## config.mk

```make
export PLATFORM = sky130hd
export DESIGN_NAME = glb_cfg_regs
export DESIGN_NICKNAME = d
export VERILOG_FILES = /design/src/hdl/glb_pkg.sv /design/src/hdl/glb_cfg_pkg.sv /design/src/hdl/glb_cfg_regs.sv
export SDC_FILE = /design/constraint.sdc
export NUM_CORES = 1
export LEC_CHECK = 0
export BUFFER_PORTS_ARGS = -buffer_cell sky130_fd_sc_hd__buf_2
export CORE_AREA = 2 2 112 114
export DETAILED_ROUTE_END_ITERATION = 10
export DIE_AREA = 0 0 114 116
export HOLD_SLACK_MARGIN = 0.03
export PLACE_DENSITY = 0.8
export SLEW_MARGIN = 30
export SYNTH_ARGS = -nofsm -noshare
export SYNTH_HDL_FRONTEND = slang
export SYNTH_SLANG_ARGS = --single-unit
```

## constraint.sdc

```tcl
create_clock -name clk -period 6 [get_ports clk]
set_input_delay 1.8 -clock clk [delete_from_list [all_inputs] [get_ports clk]]
set_output_delay 1.8 -clock clk [all_outputs]
set_load 0.05 [all_outputs]
```

## src/hdl/glb_pkg.sv

```systemverilog
// bank geometry and packet formats shared by the global buffer bank RTL and its testbench
package glb_pkg;

    // word address into one bank
    localparam int bank_addr_width = 10;
    // words per bank
    localparam int bank_depth = 1 << bank_addr_width;
    // 64-bit words
    localparam int bank_data_width = 64;
    // one strobe per byte lane
    localparam int bank_strb_width = bank_data_width / 8;

    // write packet, valid-only, no handshake
    // 83 bits: en + strb + addr + data
    typedef struct packed {
        logic                       wr_en;
        logic [bank_strb_width-1:0] wr_strb;
        logic [bank_addr_width-1:0] wr_addr;
        logic [bank_data_width-1:0] wr_data;
    } wr_packet_t;

    // read request packet
    // 11 bits: en + addr
    typedef struct packed {
        logic                       rd_en;
        logic [bank_addr_width-1:0] rd_addr;
    } rdrq_packet_t;

    // read response packet
    // one per accepted read, in issue order
    typedef struct packed {
        logic                       rd_data_valid;
        logic [bank_data_width-1:0] rd_data;
    } rdrs_packet_t;

endpackage

```

## src/hdl/glb_cfg_pkg.sv

```systemverilog
// configuration port formats for the bank: request word, address views and register map
package glb_cfg_pkg;

    // full config address, space bit on top
    localparam int cfg_addr_width = 12;
    // register index inside the register space
    localparam int cfg_reg_idx_width = 2;
    // write counter width, saturates at all ones
    localparam int cfg_count_width = 16;

    // space bit values
    localparam logic cfg_space_reg  = 1'b0;
    localparam logic cfg_space_sram = 1'b1;

    // register indices
    localparam logic [cfg_reg_idx_width-1:0] cfg_reg_ctrl     = 2'd0;
    localparam logic [cfg_reg_idx_width-1:0] cfg_reg_wr_count = 2'd1;

    // same 12-bit word, read as sram address or as register index
    typedef union packed {
        struct packed {
            logic                                             space;
            logic [cfg_addr_width-2-glb_pkg::bank_addr_width:0] pad;
            logic [glb_pkg::bank_addr_width-1:0]              addr;
        } mem;
        struct packed {
            logic                                       space;
            logic [cfg_addr_width-2-cfg_reg_idx_width:0] pad;
            logic [cfg_reg_idx_width-1:0]               idx;
        } regs;
    } cfg_addr_u;

    // request from the config master, held stable while cfg_req is high
    typedef struct packed {
        cfg_addr_u                           addr;
        logic                                wr;
        logic [glb_pkg::bank_data_width-1:0] wdata;
    } cfg_req_t;

    // sram access forwarded from the register block to the bank controller
    typedef struct packed {
        logic                                valid;
        logic                                wr;
        logic [glb_pkg::bank_addr_width-1:0] addr;
        logic [glb_pkg::bank_data_width-1:0] wdata;
    } cfg_sram_req_t;

endpackage

```

## src/hdl/glb_cfg_regs.sv

```systemverilog
// four-phase configuration slave with bank control and status registers and SRAM forwarding
`timescale 1ns/10ps

module glb_cfg_regs (
    input  logic                                clk,
    input  logic                                rst_n,

    // config master side
    input  logic                                cfg_req,
    input  glb_cfg_pkg::cfg_req_t               cfg,
    output logic                                cfg_ack,
    output logic [glb_pkg::bank_data_width-1:0] cfg_rdata,

    // status from the controller
    input  logic                                wr_accepted,

    // forwarded sram access
    output glb_cfg_pkg::cfg_sram_req_t          sram_req,
    input  logic                                sram_done,
    input  logic [glb_pkg::bank_data_width-1:0] sram_rdata,

    // control to the controller
    output logic                                bank_en
);

    import glb_pkg::*;
    import glb_cfg_pkg::*;

    typedef enum logic [1:0] {
        st_idle,
        st_reg,
        st_sram,
        st_ack
    } state_t;

    state_t state;

    // saturating count of accepted packet writes
    logic [cfg_count_width-1:0] wr_count;

    // register read mux
    logic [bank_data_width-1:0] reg_rdata;

    // unused indices read as zero
    always_comb begin
        case (cfg.addr.regs.idx)
            cfg_reg_ctrl:     reg_rdata = bank_data_width'(bank_en);
            cfg_reg_wr_count: reg_rdata = bank_data_width'(wr_count);
            default:          reg_rdata = '0;
        endcase
    end

    // handshake FSM and control registers
    always_ff @(posedge clk or negedge rst_n) begin
        if (!rst_n) begin
            state   <= st_idle;
            bank_en <= 1'b0;
        end else begin
            case (state)
                st_idle: begin
                    // space bit picks registers or sram
                    if (cfg_req) begin
                        if (cfg.addr.regs.space == cfg_space_sram) begin
                            state <= st_sram;
                        end else begin
                            state <= st_reg;
                        end
                    end
                end
                st_reg: begin
                    // only the control register is writable
                    if (cfg.wr && cfg.addr.regs.idx == cfg_reg_ctrl) begin
                        bank_en <= cfg.wdata[0];
                    end
                    state <= st_ack;
                end
                st_sram: begin
                    // wait as long as packets hold the port
                    if (sram_done) begin
                        state <= st_ack;
                    end
                end
                default: begin
                    // ack held until the master lets go
                    if (!cfg_req) begin
                        state <= st_idle;
                    end
                end
            endcase
        end
    end

    // write counter, stops at all ones
    always_ff @(posedge clk or negedge rst_n) begin
        if (!rst_n) begin
            wr_count <= '0;
        end else if (wr_accepted && wr_count != '1) begin
            wr_count <= wr_count + 1'b1;
        end
    end

    // read data for the master
    always_ff @(posedge clk) begin
        if (state == st_reg) begin
            cfg_rdata <= reg_rdata;
        end else if (state == st_sram && sram_done && !cfg.wr) begin
            cfg_rdata <= sram_rdata;
        end
    end

    assign cfg_ack = (state == st_ack);

    // cfg is stable for the whole access, forward it directly
    always_comb begin
        sram_req.valid = (state == st_sram);
        sram_req.wr    = cfg.wr;
        sram_req.addr  = cfg.addr.mem.addr;
        sram_req.wdata = cfg.wdata;
    end

endmodule

```

==> impl_metrics.env <==
export IMPL_syn_inst=350
export IMPL_clk_pin_slew_ps=60
export IMPL_core_area_um2=11900
export IMPL_die_y_um=116
export IMPL_cts_made_buffers=9
export IMPL_ios=288
export IMPL_ys_top_cells_by_area="edfxtp_1, buf_4, dfrtp_1"
export IMPL_hold_buffers=0
export IMPL_syn_mean_instance_area_um2=11.8
export IMPL_numPortBuffers=144
export IMPL_synth_compound_area_share_pct=4.12
export IMPL_ys_ff_latch=83
export IMPL_drc=0
export IMPL_cts_resized_gates=0
export IMPL_critical_path_class="primary input to primary output"
export IMPL_regArea_um2=2400
export IMPL_crit_path_end_kind="primary output"
export IMPL_cts_path_max_buffers=2
export IMPL_drtPass1Iterations=6
export IMPL_via_per_inst=4.71
export IMPL_fp_dieW_um=114
export IMPL_multiInputGateArea_um2=1070
export IMPL_relSlewSlack_pct=57.3
export IMPL_synthMuxAreaShare_pct=2.42
export IMPL_rr_startpoint="state[1]"
export IMPL_wl_per_cell_um=20.4
export IMPL_drive_gt1_share_pct=41.0
export IMPL_grt_pass1_wl_um=15800
export IMPL_drt_iter0_drc=287
export IMPL_arrival_ps=2230
export IMPL_holdPathStages=1
export IMPL_wirelength_um=11800
export IMPL_crit_path_max_incr_delay_ps=280
export IMPL_finClkSkew_ps=7.87
export IMPL_syn_to_final_growth_pct=16.0
export IMPL_yosysWarnings=0
export IMPL_p_per_area_nw_per_um2=611
export IMPL_die_area_um2=13200
export IMPL_grt_usage_pct=16.7
export IMPL_yosysUniqueCellTypes=37
export IMPL_n_fill_cell=1138
export IMPL_post_cts_buffers=0
export IMPL_cts_root_buf="clkbuf_16"
export IMPL_ir_drop_uv=185
export IMPL_ant_nets=0
export IMPL_r2r_slack_ps=3430
export IMPL_status="finished, final reports clean"
export IMPL_total_power_w=0.00293
export IMPL_hold_path_class="flip-flop to flip-flop"
export IMPL_grt_overflow_total=0
export IMPL_period_needed_ps=4030
export IMPL_worst_path_max_delay_cell="buf_2"
export IMPL_cp_max_fo=3
export IMPL_synth_edf_count=64
export IMPL_finalSetupViolations=0
export IMPL_synthArstFlopShare_pct=22.9
export IMPL_rows=40
export IMPL_critical_path_most_common_cell="buf_2"
export IMPL_synth_simple_area_share_pct=15.7
export IMPL_maxSlewViolCount=0
export IMPL_cts_sinks=83
export IMPL_finalCritPeriodShare_pct=67.2
export IMPL_synth_top_area_cell="edfxtp_1"
export IMPL_setup_ws_ps=1970
export IMPL_cp_start_kind="primary input"
export IMPL_pre_cts_ws_ps=1950
export IMPL_critPathBufInv=2
export IMPL_antenna_found_initial=0
export IMPL_cts_tree="done"
export IMPL_ys_seq_area_share_pct=58.0
export IMPL_hpwl_um=9720
export IMPL_min_from="bank_en"
export IMPL_fin_setup_tns_ps=0
export IMPL_synth_nets=503
export IMPL_max_freq_mhz=248
export IMPL_r2r_cells=6
export IMPL_gp_congestion=0.879
export IMPL_path_cells="buf_2 -> buf_2"
export IMPL_initial_utilization_pct=34.7
export IMPL_synth_ff_type="edfxtp_1"
export IMPL_worstReg2RegEnd="cfg_rdata[3]"
export IMPL_worstPathRequired_ps=4200
export IMPL_diodes=0
export IMPL_synth_xor_xnor_area_share_pct=1.27
export IMPL_grt_max_degree=69
export IMPL_synthesis_area_um2=4130
export IMPL_cellLeakagePower_nw=2.08
export IMPL_whs_endpoint="bank_en"
export IMPL_drv_cap=0
export IMPL_worst_pin_slew_ps=641
export IMPL_rsz0062_at_grt="no"
export IMPL_vias=2712
export IMPL_holdWs_ps=555
export IMPL_grt_pass1_vias=2533
export IMPL_final_nets=577
export IMPL_hold_viol_final=0
export IMPL_synthAdderAreaFrac_pct=2.12
export IMPL_synth_commonest_cells="buf_4, edfxtp_1, nor2b_1"
export IMPL_path_delay_family="buffers and inverters"
export IMPL_synth_most_common_cell="buf_4"
export IMPL_clock_latency_ps=330
export IMPL_yosys_area_top_type_share_pct=46.5
export IMPL_cts_max_level=3
export IMPL_synth_top_family_by_area="buffers and inverters"
how the worst max path moves through the flow:
stage / startpoint / end / slack, ps / cells past startpoint
finish: cfg[64] / sram_req[74] / 1970 / 2
global placement: cfg[64] / sram_req[74] / 1950 / 2
global route: cfg[64] / sram_req[74] / 1950 / 2
floorplan: sram_done / cfg_rdata[0] / 680 / 2
detailed placement: cfg[64] / sram_req[74] / 1950 / 2
CTS: cfg[64] / sram_req[74] / 1950 / 2
registers in the layout, summed over array words and instances, names as in the netlist:
register and cells:
state 2, cfg_rdata 64, wr_count 16, bank_en 1
routing by layer:
layer  track usage [%]  vias to the layer above  part of all wire [%]
met3              10.4                       16                    14
met1              14.3                     1256                    30
met4              5.85                        0                   2.0
met5              1.11                        -                     0
met2              31.2                      183                    54
li1                  -                     1257                     -
placed cells by master (no fill, tap or decap), types with 3 or more instances in the layout:
cell	instances
buf_2	144
edfxtp_1	64
nor2b_1	48
nand2_1	23
inv_1	21
o21ai_0	19
dfrtp_1	19
clkbuf_16	9
nor2_1	8
mux2_2	8
nand4_1	8
ha_1	6
nand3_1	5
a21oi_1	4
xor2_1	3
nor3_1	3
xnor2_1	3
stage by stage:
| step | std cells | instance area [µm²] | utilization, % |
|---|---|---|---|
| after detailed placement | 559 | 4470 | 37.5 |
| after floorplan | 350 | 4130 | - |
| after global placement | 559 | 4470 | 37.5 |
| final | 576 | 4790 | 40.2 |
| after CTS | 575 | 4760 | 40.0 |
| after global routing | 576 | 4790 | 40.2 |
layout make-up:
cell class	count	area share [%]
Sequential cell	83	50.1
Timing Repair Buffer	147	15.9
Tap cell	147	3.84
Clock buffer	11	4.86
Inverter	21	1.65
Multi-Input combinational cell	162	22.4
Clock inverter	5	1.31
kinds of logic after synthesis:
family / after synthesis
muxes: 9
and+or+nand+nor: 111
buffers and inverters: 105
xor gates and xnor gates: 6
adders and majority gates: 7
AOI/OAI and AO/OA: 29
DFF: 83
power breakdown:
part	switching, W	leakage (nW)	total [W]	internal (W)
sequential	0.0000960	0.866	0.00104	0.000943
combinational	0.00106	1.08	0.00135	0.000292
clock	0.000213	0.136	0.000537	0.000325
total	0.00137	2.08	0.00293	0.00156
(Power assumes the default switching activity.)
